$ cat config.mk
export PLATFORM = sky130hd
export DESIGN_NAME = load_buffer
export DESIGN_NICKNAME = d
export VERILOG_FILES = /design/src/rtl/lb_pkg.sv /design/src/rtl/lb_entries.sv /design/src/rtl/lb_agu.sv /design/src/rtl/lb_ctrl.sv /design/src/rtl/lb_result.sv /design/src/rtl/load_buffer.sv
export VERILOG_INCLUDE_DIRS = /design/src /design/src/include
export SDC_FILE = /design/constraint.sdc
export NUM_CORES = 1
export LEC_CHECK = 0
export BUFFER_PORTS_ARGS = -buffer_cell sky130_fd_sc_hd__buf_4
export CAP_MARGIN = 20
export CORE_MARGIN = 10
export CORE_UTILIZATION = 50
export DETAILED_ROUTE_END_ITERATION = 10
export PLACE_DENSITY = 0.7
export SLEW_MARGIN = 15
export SYNTH_ARGS = -nofsm -noshare
export SYNTH_HDL_FRONTEND = slang
export SYNTH_SLANG_ARGS = --single-unit
$ cat constraint.sdc
create_clock -name clk -period 8.5 [get_ports clk]
set_input_delay 0.425 -clock clk [delete_from_list [all_inputs] [get_ports clk]]
set_output_delay 0.425 -clock clk [all_outputs]
set_load 0.01 [all_outputs]
$ cat src/include/lb_defs.svh
// depth and widths of the load buffer
// LB_ADDR_HI/LB_ADDR_LO must span exactly LB_WADDR_W bits of the byte address
// a tag of zero is reserved to mean the operand is ready
`ifndef LB_DEFS_SVH
`define LB_DEFS_SVH

`define LB_DEPTH	6	// entries, the dispatcher starts with this many credits
`define LB_TAG_W	5	// rob tag width
`define LB_DATA_W	32	// data word
`define LB_IMM_W	16	// signed load offset

// word address sent to memory
`define LB_WADDR_W	23
`define LB_ADDR_HI	24
`define LB_ADDR_LO	2

`endif

$ cat src/rtl/lb_pkg.sv
// types shared by the load buffer blocks and its testbench
// widths follow lb_defs.svh, tag value 0 means ready
`default_nettype none

`include "lb_defs.svh"

package lb_pkg;

	typedef logic [`LB_TAG_W-1:0]			lb_tag_t;	// rob tag
	typedef logic [`LB_DATA_W-1:0]		lb_word_t;	// data word
	typedef logic [$clog2(`LB_DEPTH)-1:0]	lb_idx_t;	// entry index

	// load from the dispatcher
	typedef struct packed {
		logic				valid;
		lb_tag_t			rob_tag;	// destination slot in the rob
		lb_word_t			base;		// base value, meaningful when base_tag is 0
		lb_tag_t			base_tag;	// producer of the base, 0 when ready
		logic [`LB_IMM_W-1:0]	imm;		// signed offset
	} lb_issue_t;

	// common data bus packet, both directions
	typedef struct packed {
		logic		valid;
		lb_tag_t	tag;
		lb_word_t	data;
	} cdb_t;

	// single word read request
	typedef struct packed {
		logic					valid;
		logic [`LB_WADDR_W-1:0]	waddr;
	} mem_req_t;

	typedef struct packed {
		logic		valid;
		lb_word_t	data;
	} mem_rsp_t;

	// controller states, one memory access in flight at most
	typedef enum logic [1:0] {
		st_idle,		// looking for a ready entry
		st_mem_wait,	// request sent, waiting on the response
		st_cdb_req		// result held until the cdb grant
	} lb_state_e;

endpackage

`default_nettype wire

$ cat src/rtl/lb_entries.sv
// entry storage of the load buffer
// issue lands in the slot given by alloc_idx, which must be free
// a cdb broadcast in the issue cycle is caught by the incoming load as well
`default_nettype none

`include "lb_defs.svh"

module lb_entries (
	input  wire logic					clk,
	input  wire logic					arst_n,
	input  wire logic					flush,
	input  wire lb_pkg::lb_issue_t		issue,
	input  wire lb_pkg::lb_idx_t		alloc_idx,
	input  wire lb_pkg::cdb_t			cdb_in,
	input  wire logic					free_valid,
	input  wire lb_pkg::lb_idx_t		free_idx,
	input  wire lb_pkg::lb_idx_t		sel_idx,
	output logic [`LB_DEPTH-1:0]		ready_vec,
	output logic [`LB_DEPTH-1:0]		valid_vec,
	output lb_pkg::lb_word_t			sel_base,
	output logic [`LB_IMM_W-1:0]		sel_imm,
	output lb_pkg::lb_tag_t				sel_tag
);
	import lb_pkg::*;

	logic [`LB_DEPTH-1:0]	valid_q;
	lb_word_t				base_q [`LB_DEPTH];
	lb_tag_t				base_tag_q [`LB_DEPTH];
	logic [`LB_IMM_W-1:0]	imm_q [`LB_DEPTH];
	lb_tag_t				rob_tag_q [`LB_DEPTH];
	logic [`LB_DEPTH-1:0]	wake;
	logic					iss_wake;	// broadcast matches the load being issued

	// tag compare per entry, only pending bases listen
	always_comb
	begin
		for (int i = 0; i < `LB_DEPTH; i++)
			wake[i] = cdb_in.valid && valid_q[i] && (base_tag_q[i] != '0) &&
				(cdb_in.tag == base_tag_q[i]);
	end

	assign iss_wake = cdb_in.valid && (issue.base_tag != '0) && (cdb_in.tag == issue.base_tag);

	// occupancy, cleared by flush, no credit comes back for those
	always_ff @(posedge clk or negedge arst_n)
	begin
		if (!arst_n)
			valid_q <= '0;
		else if (flush)
			valid_q <= '0;
		else
		begin
			if (issue.valid)
				valid_q[alloc_idx] <= 1'b1;
			if (free_valid)
				valid_q[free_idx] <= 1'b0;	// never the alloc slot, it was still valid
		end
	end

	// payload
	always_ff @(posedge clk)
	begin
		for (int i = 0; i < `LB_DEPTH; i++)
		begin
			if (issue.valid && (alloc_idx == lb_idx_t'(i)))
			begin
				rob_tag_q[i] <= issue.rob_tag;
				imm_q[i] <= issue.imm;
				base_q[i] <= iss_wake ? cdb_in.data : issue.base;
				base_tag_q[i] <= iss_wake ? '0 : issue.base_tag;
			end
			else if (wake[i])
			begin
				base_q[i] <= cdb_in.data;	// producer result replaces the base
				base_tag_q[i] <= '0;
			end
		end
	end

	always_comb
	begin
		for (int i = 0; i < `LB_DEPTH; i++)
			ready_vec[i] = valid_q[i] && (base_tag_q[i] == '0);
	end

	assign valid_vec = valid_q;
	assign sel_base = base_q[sel_idx];
	assign sel_imm = imm_q[sel_idx];
	assign sel_tag = rob_tag_q[sel_idx];

	// the dispatcher's credit count keeps issue off occupied slots
	a_issue_free: assert property (@(posedge clk) disable iff (!arst_n)
		issue.valid && !flush |-> !valid_q[alloc_idx]);

	// controller only frees the entry it is serving
	a_free_valid: assert property (@(posedge clk) disable iff (!arst_n)
		free_valid |-> valid_q[free_idx]);

endmodule

`default_nettype wire

$ cat src/rtl/lb_agu.sv
// address unit, purely combinational
// byte address is base plus the sign-extended offset, wraps modulo 2^LB_DATA_W
`default_nettype none

`include "lb_defs.svh"

module lb_agu (
	input  wire lb_pkg::lb_word_t			base,
	input  wire logic [`LB_IMM_W-1:0]		imm,
	output logic [`LB_WADDR_W-1:0]			waddr
);
	import lb_pkg::*;

	lb_word_t	imm_ext;	// offset widened to a full word
	lb_word_t	byte_addr;

	// replicate the offset sign into the upper bits
	assign imm_ext = {{(`LB_DATA_W-`LB_IMM_W){imm[`LB_IMM_W-1]}}, imm};

	assign byte_addr = base + imm_ext;

	// drop the byte offset and the unused high bits
	assign waddr = byte_addr[`LB_ADDR_HI:`LB_ADDR_LO];

endmodule

`default_nettype wire

$ cat src/rtl/lb_ctrl.sv
// load buffer controller, one memory access in flight at a time
// after a flush during mem_wait the late response is dropped before a new request
// credit_ret pulses the cycle after each granted result
`default_nettype none

`include "lb_defs.svh"

module lb_ctrl (
	input  wire logic					clk,
	input  wire logic					arst_n,
	input  wire logic					flush,
	input  wire logic [`LB_DEPTH-1:0]	ready_vec,
	input  wire logic [`LB_DEPTH-1:0]	valid_vec,
	input  wire logic					issue_valid,
	input  wire logic					mem_rsp_valid,
	input  wire logic					cdb_grant,
	input  wire logic [`LB_WADDR_W-1:0]	waddr,
	output lb_pkg::lb_idx_t				alloc_idx,
	output lb_pkg::lb_idx_t				sel_idx,
	output lb_pkg::mem_req_t			mem_req,
	output logic						capture,
	output logic						cdb_req,
	output logic						free_valid,
	output lb_pkg::lb_idx_t				free_idx,
	output logic						credit_ret
);
	import lb_pkg::*;

	lb_state_e				state_q;
	lb_idx_t				cur_q;		// entry being served
	lb_idx_t				last_q;		// round-robin origin
	lb_idx_t				pick_idx;
	logic					pick_found;
	logic					drop_q;		// stale response still due from memory
	logic					req_valid_q;
	logic [`LB_WADDR_W-1:0]	req_waddr_q;	// payload, no reset
	logic					credit_q;

	// lowest free slot, scanned downward so the lowest one wins
	always_comb
	begin
		alloc_idx = '0;
		for (int i = `LB_DEPTH-1; i >= 0; i--)
			if (!valid_vec[i])
				alloc_idx = lb_idx_t'(i);
	end

	// first ready entry after the last one served
	always_comb
	begin
		int pos;
		pick_found = 1'b0;
		pick_idx = last_q;
		for (int k = 1; k <= `LB_DEPTH; k++)
		begin
			pos = int'(last_q) + k;
			if (pos >= `LB_DEPTH)
				pos = pos - `LB_DEPTH;	// wrap
			if (!pick_found && ready_vec[pos])
			begin
				pick_found = 1'b1;
				pick_idx = lb_idx_t'(pos);
			end
		end
	end

	assign sel_idx = (state_q == st_idle) ? pick_idx : cur_q;	// agu follows the pick in idle
	assign capture = (state_q == st_mem_wait) && mem_rsp_valid && !flush;
	assign cdb_req = (state_q == st_cdb_req);
	assign free_valid = cdb_req && cdb_grant && !flush;
	assign free_idx = cur_q;

	always_ff @(posedge clk or negedge arst_n)
	begin
		if (!arst_n)
		begin
			state_q <= st_idle;
			cur_q <= '0;
			last_q <= lb_idx_t'(`LB_DEPTH-1);	// first search starts at entry 0
			drop_q <= 1'b0;
			req_valid_q <= 1'b0;
			credit_q <= 1'b0;
		end
		else
		begin
			req_valid_q <= 1'b0;	// single-cycle request
			credit_q <= free_valid;
			drop_q <= (drop_q || ((state_q == st_mem_wait) && flush)) && !mem_rsp_valid;
			if (flush)
				state_q <= st_idle;
			else
			begin
				case (state_q)
					st_idle:
						if (pick_found && !drop_q)
						begin
							state_q <= st_mem_wait;
							cur_q <= pick_idx;
							last_q <= pick_idx;
							req_valid_q <= 1'b1;
						end
					st_mem_wait:
						if (mem_rsp_valid)
							state_q <= st_cdb_req;
					st_cdb_req:
						if (cdb_grant)
							state_q <= st_idle;	// entry freed on this edge
					default:
						state_q <= st_idle;
				endcase
			end
		end
	end

	// address of the picked entry, captured with the request
	always_ff @(posedge clk)
	begin
		if (state_q == st_idle)
			req_waddr_q <= waddr;
	end

	assign mem_req = '{valid: req_valid_q, waddr: req_waddr_q};
	assign credit_ret = credit_q;

	a_grant_req: assert property (@(posedge clk) disable iff (!arst_n)
		cdb_grant |-> cdb_req);

	// responses come only for the access in flight, or the one a flush orphaned
	a_rsp_wait: assert property (@(posedge clk) disable iff (!arst_n)
		mem_rsp_valid |-> (state_q == st_mem_wait) || drop_q);

	// dispatcher holds no credit while every slot is taken
	a_issue_credit: assert property (@(posedge clk) disable iff (!arst_n)
		issue_valid && !flush |-> !(&valid_vec));

endmodule

`default_nettype wire

$ cat src/rtl/lb_result.sv
// result holding register toward the cdb
// data and tag are captured in the response cycle and held until cdb_req drops
`default_nettype none

`include "lb_defs.svh"

module lb_result (
	input  wire logic				clk,
	input  wire logic				arst_n,
	input  wire logic				flush,
	input  wire logic				capture,
	input  wire lb_pkg::mem_rsp_t	rsp,
	input  wire lb_pkg::lb_tag_t	tag,
	input  wire logic				cdb_req,
	output lb_pkg::cdb_t			cdb_out
);
	import lb_pkg::*;

	logic		hold_q;		// a captured word is waiting for its grant
	lb_word_t	data_q;
	lb_tag_t	tag_q;

	always_ff @(posedge clk or negedge arst_n)
	begin
		if (!arst_n)
			hold_q <= 1'b0;
		else if (flush)
			hold_q <= 1'b0;
		else if (capture)
			hold_q <= 1'b1;
		else if (!cdb_req)
			hold_q <= 1'b0;	// granted and released
	end

	// payload, stable for the whole request
	always_ff @(posedge clk)
	begin
		if (capture)
		begin
			data_q <= rsp.data;
			tag_q <= tag;	// rob tag of the served entry
		end
	end

	assign cdb_out = '{valid: hold_q && cdb_req, tag: tag_q, data: data_q};

endmodule

`default_nettype wire

$ cat src/rtl/load_buffer.sv
// load buffer top, LB_DEPTH entries with credit flow control on issue
// the dispatcher starts with LB_DEPTH credits after reset or flush
// result is held on cdb_out while cdb_req waits for cdb_grant
`default_nettype none

`include "lb_defs.svh"

module load_buffer (
	input  wire logic				clk,
	input  wire logic				arst_n,
	input  wire logic				flush,
	input  wire lb_pkg::lb_issue_t	issue,
	input  wire lb_pkg::cdb_t		cdb_in,
	input  wire lb_pkg::mem_rsp_t	mem_rsp,
	input  wire logic				cdb_grant,
	output logic					credit_ret,
	output lb_pkg::mem_req_t		mem_req,
	output lb_pkg::cdb_t			cdb_out,
	output logic					cdb_req
);
	import lb_pkg::*;

	lb_idx_t				alloc_idx;
	lb_idx_t				sel_idx;
	lb_idx_t				free_idx;
	logic					free_valid;
	logic					capture;
	logic [`LB_DEPTH-1:0]	ready_vec;
	logic [`LB_DEPTH-1:0]	valid_vec;
	lb_word_t				sel_base;
	logic [`LB_IMM_W-1:0]	sel_imm;
	lb_tag_t				sel_tag;	// rob tag of the selected entry
	logic [`LB_WADDR_W-1:0]	waddr;

	lb_ctrl u_ctrl (
		.clk			(clk),
		.arst_n			(arst_n),
		.flush			(flush),
		.ready_vec		(ready_vec),
		.valid_vec		(valid_vec),
		.issue_valid	(issue.valid),
		.mem_rsp_valid	(mem_rsp.valid),
		.cdb_grant		(cdb_grant),
		.waddr			(waddr),
		.alloc_idx		(alloc_idx),
		.sel_idx		(sel_idx),
		.mem_req		(mem_req),
		.capture		(capture),
		.cdb_req		(cdb_req),
		.free_valid		(free_valid),
		.free_idx		(free_idx),
		.credit_ret		(credit_ret)
	);

	lb_entries u_entries (
		.clk		(clk),
		.arst_n		(arst_n),
		.flush		(flush),
		.issue		(issue),
		.alloc_idx	(alloc_idx),
		.cdb_in		(cdb_in),
		.free_valid	(free_valid),
		.free_idx	(free_idx),
		.sel_idx	(sel_idx),
		.ready_vec	(ready_vec),
		.valid_vec	(valid_vec),
		.sel_base	(sel_base),
		.sel_imm	(sel_imm),
		.sel_tag	(sel_tag)
	);

	// address of whichever entry the controller points at
	lb_agu u_agu (
		.base	(sel_base),
		.imm	(sel_imm),
		.waddr	(waddr)
	);

	lb_result u_result (
		.clk		(clk),
		.arst_n		(arst_n),
		.flush		(flush),
		.capture	(capture),
		.rsp		(mem_rsp),
		.tag		(sel_tag),
		.cdb_req	(cdb_req),
		.cdb_out	(cdb_out)
	);

endmodule

`default_nettype wire

==> impl_metrics.yaml, run 1 <==
logic_synthesis:
  ys.warnings.count: 0
  synth_flop_cell: "sky130_fd_sc_hd__edfxtp_1"
  yosysMostFrequentCell: "sky130_fd_sc_hd__edfxtp_1"
  syn_avg_cell_area_um2: 13.8
  synth_area_leaders: "sky130_fd_sc_hd__edfxtp_1 58%, sky130_fd_sc_hd__mux2_2 12%, sky130_fd_sc_hd__mux2i_1 4.9%"
  synth_nets: 1530
  synth-seq-area-share_pct: 60.7
  synth_top_area_share_pct: 57.9
  async_reset_ff_share_pct: 4.44
  synth_top_cells_by_count: "361 x sky130_fd_sc_hd__edfxtp_1, 194 x sky130_fd_sc_hd__mux2_2, 96 x sky130_fd_sc_hd__nand2_1, 91 x sky130_fd_sc_hd__mux2i_1, 86 x sky130_fd_sc_hd__nor2_1"
  netlist_area_um2: 18700
  netlist_instances: 1361
  distinct_cell_type_count_after_synthesis: 86
  synth-edff-count: 361
  synth.largest_area_cell: "sky130_fd_sc_hd__edfxtp_1"
  ys_ff_latch: 383
setup_path:
  worstRegToRegCells: 25
  timing.reg2reg.setup_slack_ns: 0.55
  timing.setup.critical_path_class: "reg2reg"
  cp-end-kind: "register"
  timing.rr.end: "u_ctrl.req_waddr_q[22]"
  timing.critical_path.arrival_ns: 8.22
  timing.critical_path.required_ns: 8.77
  critical_path.startpoint_type: "register"
  critical_path_peak_fanout: 30
  crit-reg2reg-launch: "u_ctrl.last_q[0]"
timing:
  tns_ns: 0
  final_min_period_over_clock_period_pct: 93.5
  rsz0062_at_grt: "false"
  worst_slew_margin_rel_pct: 28.6
  timing.final.setup_violations: 0
  achievable-frequency_mhz: 126
  final-max-slew-violation-count: 0
  layout_min_cycle_time_ns: 7.95
  timing_hold_violations_final: 0
  fin_worst_skew_ns: 0.0135
  worst_slew_pin_slew_ns: 1.07
placed_design:
  count_of_buffers_from_port_buffering: 183
  place.detailed.hpwl_mm: 30.6
  routabilityCongestion: 0.922
global_route:
  vias_in_the_first_global_route: 12012
  grt_pass1_wl_mm: 69.7
  globalRoute.totalOverflow: 0
  largest_net_degree_at_the_start_of_global_routing: 49
  grt_use_met3_pct: 3.80
  combined_global_route_utilization_of_all_metal_layers_pct: 20.0
  globalRouteMet1Util_pct: 26.4
  grt_antenna_before_repair: 1
  use_met2_pct: 33.2
  globalRoute.busiestLayer: "met2"
outcome:
  status: "finished clean"
final_layout:
  ant_diodes: 0
  flow.area_growth_from_synthesis_pct: 18.0
  final_nets: 1732
  drive_gt1_share_pct: 32.4
floorplanning:
  floorplan.die_area_um2: 45600
  rows: 70
  core_area_um2: 36800
  num_io_pins: 198
  die-height_um: 214
  floorplan.die.width_um: 214
  initial_utilization_pct: 50.9
clock_tree:
  cts_sinks: 383
  cts_made_buffers: 42
  cts.root.buffer_cell: "sky130_fd_sc_hd__clkbuf_16"
  ctsHtreeMaxLevel: 2
  clockBufferDepth: 3
  number_of_cells_upsized_or_downsized_after_cts: 0
  cts.reportedPaths.clkPinSlew_ns: 0.06
  worstSkewPairLatency_ns: 0.54
  clock_tree_from_tritoncts: "done"
route:
  drt_pre_antenna_iters: 6
  number_of_violations_reported_at_the_end_of_detailed_routing_iteration_0: 997
  antenna_violating_nets_post_route: 0
  via_count: 12111
  via_per_inst: 5.88
  finalWirelength_mm: 46.5
  drc: 0
  route.detailed.wl_per_inst_um: 22.6
worst_hold_path:
  worstHoldEndpoint: "u_ctrl.drop_q"
  min-delay-start: "mem_rsp[32]"
  holdPathStages: 2
  holdCritPathClass: "in2reg"
run:
  cap_viol_max_count: 0
-- per-stage QoR --
stage / setup WS, ns / instance area [µm²] / std cells / util (%) / hold WS [ns]
after global routing: 0.0593 / 22100 / 2060 / 60.1 / 0.0423
after floorplan: 1.43 / 18700 / 1361 / - / 0.129
final: 0.553 / 22100 / 2060 / 60.1 / 0.0593
after global placement: 0.783 / 20800 / 1985 / 56.5 / 0.298
after CTS: 0.633 / 22100 / 2059 / 60.0 / 0.0431
after detailed placement: 0.646 / 20800 / 1985 / 56.5 / 0.301
-- state kept, by name (all words and copies together) (netlist names), 2 cells and up --
name and cells:
u_entries.imm_q 96, u_entries.base_q 150, u_result.data_q 32, u_ctrl.state_q 2, u_result.tag_q 5, u_entries.valid_vec 6, u_ctrl.req_waddr_q 23, u_entries.rob_tag_q 30
u_ctrl.free_idx 2, u_entries.base_tag_q 30, u_ctrl.last_q 3
-- critical path, stage by stage, from the launching register on --
cell,delay (ns)
sky130_fd_sc_hd__dfstp_2,0.82
sky130_fd_sc_hd__inv_2,0.21
sky130_fd_sc_hd__ha_1,0.52
sky130_fd_sc_hd__inv_1,0.17
sky130_fd_sc_hd__a21oi_1,0.25
sky130_fd_sc_hd__nor2_1,0.16
sky130_fd_sc_hd__mux2i_1,0.17
sky130_fd_sc_hd__a211oi_2,0.47
sky130_fd_sc_hd__o21ai_2,0.13
sky130_fd_sc_hd__a31o_1,0.31
sky130_fd_sc_hd__nor2_4,0.52
sky130_fd_sc_hd__buf_4,0.53
sky130_fd_sc_hd__mux2_2,0.39
sky130_fd_sc_hd__o211ai_1,0.14
sky130_fd_sc_hd__o21ai_0,0.13
sky130_fd_sc_hd__ha_1,0.33
sky130_fd_sc_hd__nand2_1,0.10
sky130_fd_sc_hd__or4_1,0.49
sky130_fd_sc_hd__a21o_1,0.24
sky130_fd_sc_hd__a31oi_1,0.30
sky130_fd_sc_hd__a21oi_2,0.14
sky130_fd_sc_hd__o31ai_2,0.38
sky130_fd_sc_hd__a41o_1,0.34
sky130_fd_sc_hd__o41ai_4,0.09
sky130_fd_sc_hd__o21ba_1,0.19
sky130_fd_sc_hd__xnor2_1,0.12
-- cells by family after synthesis --
kind of cell,share of synthesized area [%]
fa+ha+maj,2.34
xor+xnor,2.47
compound gates,8.97
simple gates,6.95
flops,60.7
buf+inv,1.90
mux,16.7
-- per-layer routing --
layer / up-vias / share of wire [%]
met5: - / 0.015
met1: 5993 / 44
met4: 2 / 2.0
met2: 404 / 47
met3: 65 / 6.5
li1: 5647 / -
-- repair_timing --
item	CTS	global route
buffers inserted	0	0
hold buffers	1	0
endpoints found under the hold margin	17	0
-- worst max-delay path by stage --
stage | start | endpoint | cells after the start
after detailed placement | u_ctrl.last_q[0] | u_ctrl.req_waddr_q[22] | 25
after global placement | u_ctrl.last_q[0] | u_ctrl.req_waddr_q[22] | 25
after floorplan | u_ctrl.last_q[0] | u_ctrl.req_waddr_q[22] | 27
final | u_ctrl.last_q[0] | u_ctrl.req_waddr_q[22] | 25
after CTS | u_ctrl.last_q[0] | u_ctrl.req_waddr_q[22] | 25
after global routing | u_ctrl.last_q[0] | u_ctrl.req_waddr_q[22] | 25
-- cells in the final DEF, fill, tap and decap left out, drive strengths merged, types with 15 or more instances in the layout --
| cell type | synthesis | routed |
|---|---|---|
| edfxtp | 361 | 361 |
| buf | 15 | 219 |
| mux2 | 194 | 194 |
| nand2 | 96 | 96 |
| mux2i | 91 | 91 |
| nor2 | 87 | 87 |
| o21ai | 70 | 70 |
| clkbuf | 47 | 57 |
| o211ai | 46 | 46 |
| xnor2 | 37 | 37 |
| ha | 35 | 35 |
| a21oi | 32 | 32 |
| inv | 30 | 31 |
| nor3 | 23 | 23 |
| dfrtp | 15 | 15 |
| xor2 | 15 | 15 |
-- cell type report --
cell class / count / area [µm²]
fillers: 2839 / 14700
flip-flops and latches: 383 / 11400
multi-input cells: 886 / 7050
repair buffers: 220 / 1700
clock buffers: 57 / 1150
well taps: 468 / 586
clock inverters: 16 / 133
inverters: 30 / 113
Power of run 1 is left out: the tool's default activity adds up to more than one toggle a clock period on the data nets, which glitch-free logic cannot reach.
==> inputs of run 2 (changes only) <==
CORE_UTILIZATION = 59   (was 50)
PLACE_DENSITY = 0.8   (was 0.7)
==> impl_metrics.yaml, run 2 (synthesis gave the netlist of run 1 again) <==
timing:
  timing.final.setup_violations: 0
  final_min_period_over_clock_period_pct: 94.4
  layout_min_cycle_time_ns: 8.02
  final-max-slew-violation-count: 0
  rsz0062_at_grt: "false"
  timing_hold_violations_final: 0
  achievable-frequency_mhz: 125
  worst_slew_pin_slew_ns: 1.05
  worst_slew_margin_rel_pct: 29.9
  tns_ns: 0
  fin_worst_skew_ns: 0.0188
setup_path:
  cpLargestDelayFamily: "compound AO/OA/AOI/OAI gates"
  timing.setup.critical_path_class: "reg2reg"
  timing.critical_path.arrival_ns: 8.29
  cpMostUsedCell: "sky130_fd_sc_hd__buf_4"
  cp_num_buf_inv: 6
  worstRegToRegCells: 26
  cp-end-kind: "register"
  timing.critical_path.required_ns: 8.77
  timing.reg2reg.setup_slack_ns: 0.48
  max_stage_delay_ns: 0.82
  critical_path.startpoint_type: "register"
  startpoint: "u_ctrl.last_q[0]"
  timing.critical_path.slowest_stage_cell: "sky130_fd_sc_hd__dfstp_2"
  crit-reg2reg-launch: "u_ctrl.last_q[0]"
  critical_path_peak_fanout: 51
  timing.rr.end: "u_ctrl.req_waddr_q[22]"
route:
  via_per_inst: 6.19
  route.detailed.wl_per_inst_um: 23.2
  antenna_violating_nets_post_route: 0
  finalWirelength_mm: 46.0
  via_count: 12301
  drc: 0
  drt_pre_antenna_iters: 7
  number_of_violations_reported_at_the_end_of_detailed_routing_iteration_0: 1177
final_layout:
  largest_register: "u_entries.base_q"
  fill_cells: 2146
  largest_register_ff_count: 150
  drive_gt1_share_pct: 32.0
  final_nets: 1723
  largestRegisters: "u_entries.base_q (150), u_entries.imm_q (96), u_result.data_q (32)"
  mostFrequentLayoutCell: "sky130_fd_sc_hd__edfxtp_1"
  mostFrequentLayoutCells: "361 x sky130_fd_sc_hd__edfxtp_1, 210 x sky130_fd_sc_hd__buf_4, 194 x sky130_fd_sc_hd__mux2_2"
  flow.area_growth_from_synthesis_pct: 17.4
floorplanning:
  die-height_um: 198
  initial_utilization_pct: 59.5
  num_io_pins: 198
  rows: 65
  floorplan.die_area_um2: 39300
  core_area_um2: 31500
  floorplan.die.width_um: 198
clock_tree:
  clock_tree_from_tritoncts: "done"
  ctsHtreeMaxLevel: 2
  cts.root.buffer_cell: "sky130_fd_sc_hd__clkbuf_16"
  clockBufferDepth: 3
  worstSkewPairLatency_ns: 0.54
  cts.reportedPaths.clkPinSlew_ns: 0.06
  cts_sinks: 383
  cts_made_buffers: 40
  number_of_cells_upsized_or_downsized_after_cts: 0
placed_design:
  routabilityCongestion: 0.893
  count_of_buffers_from_port_buffering: 183
  place.detailed.hpwl_mm: 29.8
run:
  cap_viol_max_count: 0
global_route:
  grt_pass1_wl_mm: 69.3
  globalRoute.totalOverflow: 0
  vias_in_the_first_global_route: 12253
  largest_net_degree_at_the_start_of_global_routing: 52
  grt_antenna_before_repair: 3
  combined_global_route_utilization_of_all_metal_layers_pct: 22.8
worst_hold_path:
  holdCritPathClass: "in2reg"
  holdPathStages: 2
  worstHoldEndpoint: "u_ctrl.drop_q"
  min-delay-start: "mem_rsp[32]"
outcome:
  status: "finished clean"
==> run 2: cell types whose count changed in the layout (fill, tap and decap cells not counted), moves of 2 or more <==
cell,before,now
sky130_fd_sc_hd__buf_4,215,210
sky130_fd_sc_hd__nor2_2,8,3
sky130_fd_sc_hd__buf_12,3,1
sky130_fd_sc_hd__bufinv_16,2,4
sky130_fd_sc_hd__nor2_4,1,6
sky130_fd_sc_hd__diode_2,0,2
sky130_fd_sc_hd__clkbuf_8,2,0
==> run 2: area by class of cell <==
class	instances	area [µm²]	share of cell area, %
sequential	383	11400	51.7
multi-input combinational	886	7070	32.2
timing repair buffer	213	1620	7.38
clock buffer	53	1090	4.97
tap	402	503	2.29
clock inverter	18	200	0.911
inverter	30	113	0.512
antenna	2	5.00	0.0228
==> run 2: worst max path at each step <==
| stage | end | slack, ns | cells after the start |
|---|---|---|---|
| 2_1_floorplan | u_ctrl.req_waddr_q[22] | 1.43 | 27 |
| 3_3_place_gp | u_ctrl.req_waddr_q[22] | 0.90 | 26 |
| 3_5_place_dp | u_ctrl.req_waddr_q[22] | 0.67 | 26 |
| 4_1_cts | u_ctrl.req_waddr_q[22] | 0.60 | 26 |
| 5_1_grt | u_ctrl.req_waddr_q[22] | 0.11 | 26 |
| 6_report | u_ctrl.req_waddr_q[22] | 0.48 | 26 |
==> run 2: what timing repair did <==
item,CTS,global route
hold buffers,1,0
endpoints found under the hold margin,17,0
setup buffers,0,0
==> run 2: metrics by stage <==
stage	instance area (µm²)	cells	setup slack, ns	hold WS [ns]	util (%)
finish	22000	1987	0.476	0.0551	69.8
detailed placement	20700	1912	0.675	0.302	65.6
global placement	20700	1912	0.902	0.297	65.6
global route	22000	1987	0.108	0.0534	69.8
floorplan	18700	1361	1.43	0.129	-
CTS	22000	1984	0.597	0.0398	69.8
==> run 2: layer usage <==
metal	track usage (%)	share of wire, %	up-vias
met2	38.2	48	584
met3	4.33	8.4	98
met1	29.3	41	5999
met4	7.43	2.9	2
li1	-	-	5618
met5	0	0.035	-
Power of run 2 is left out for the same reason.
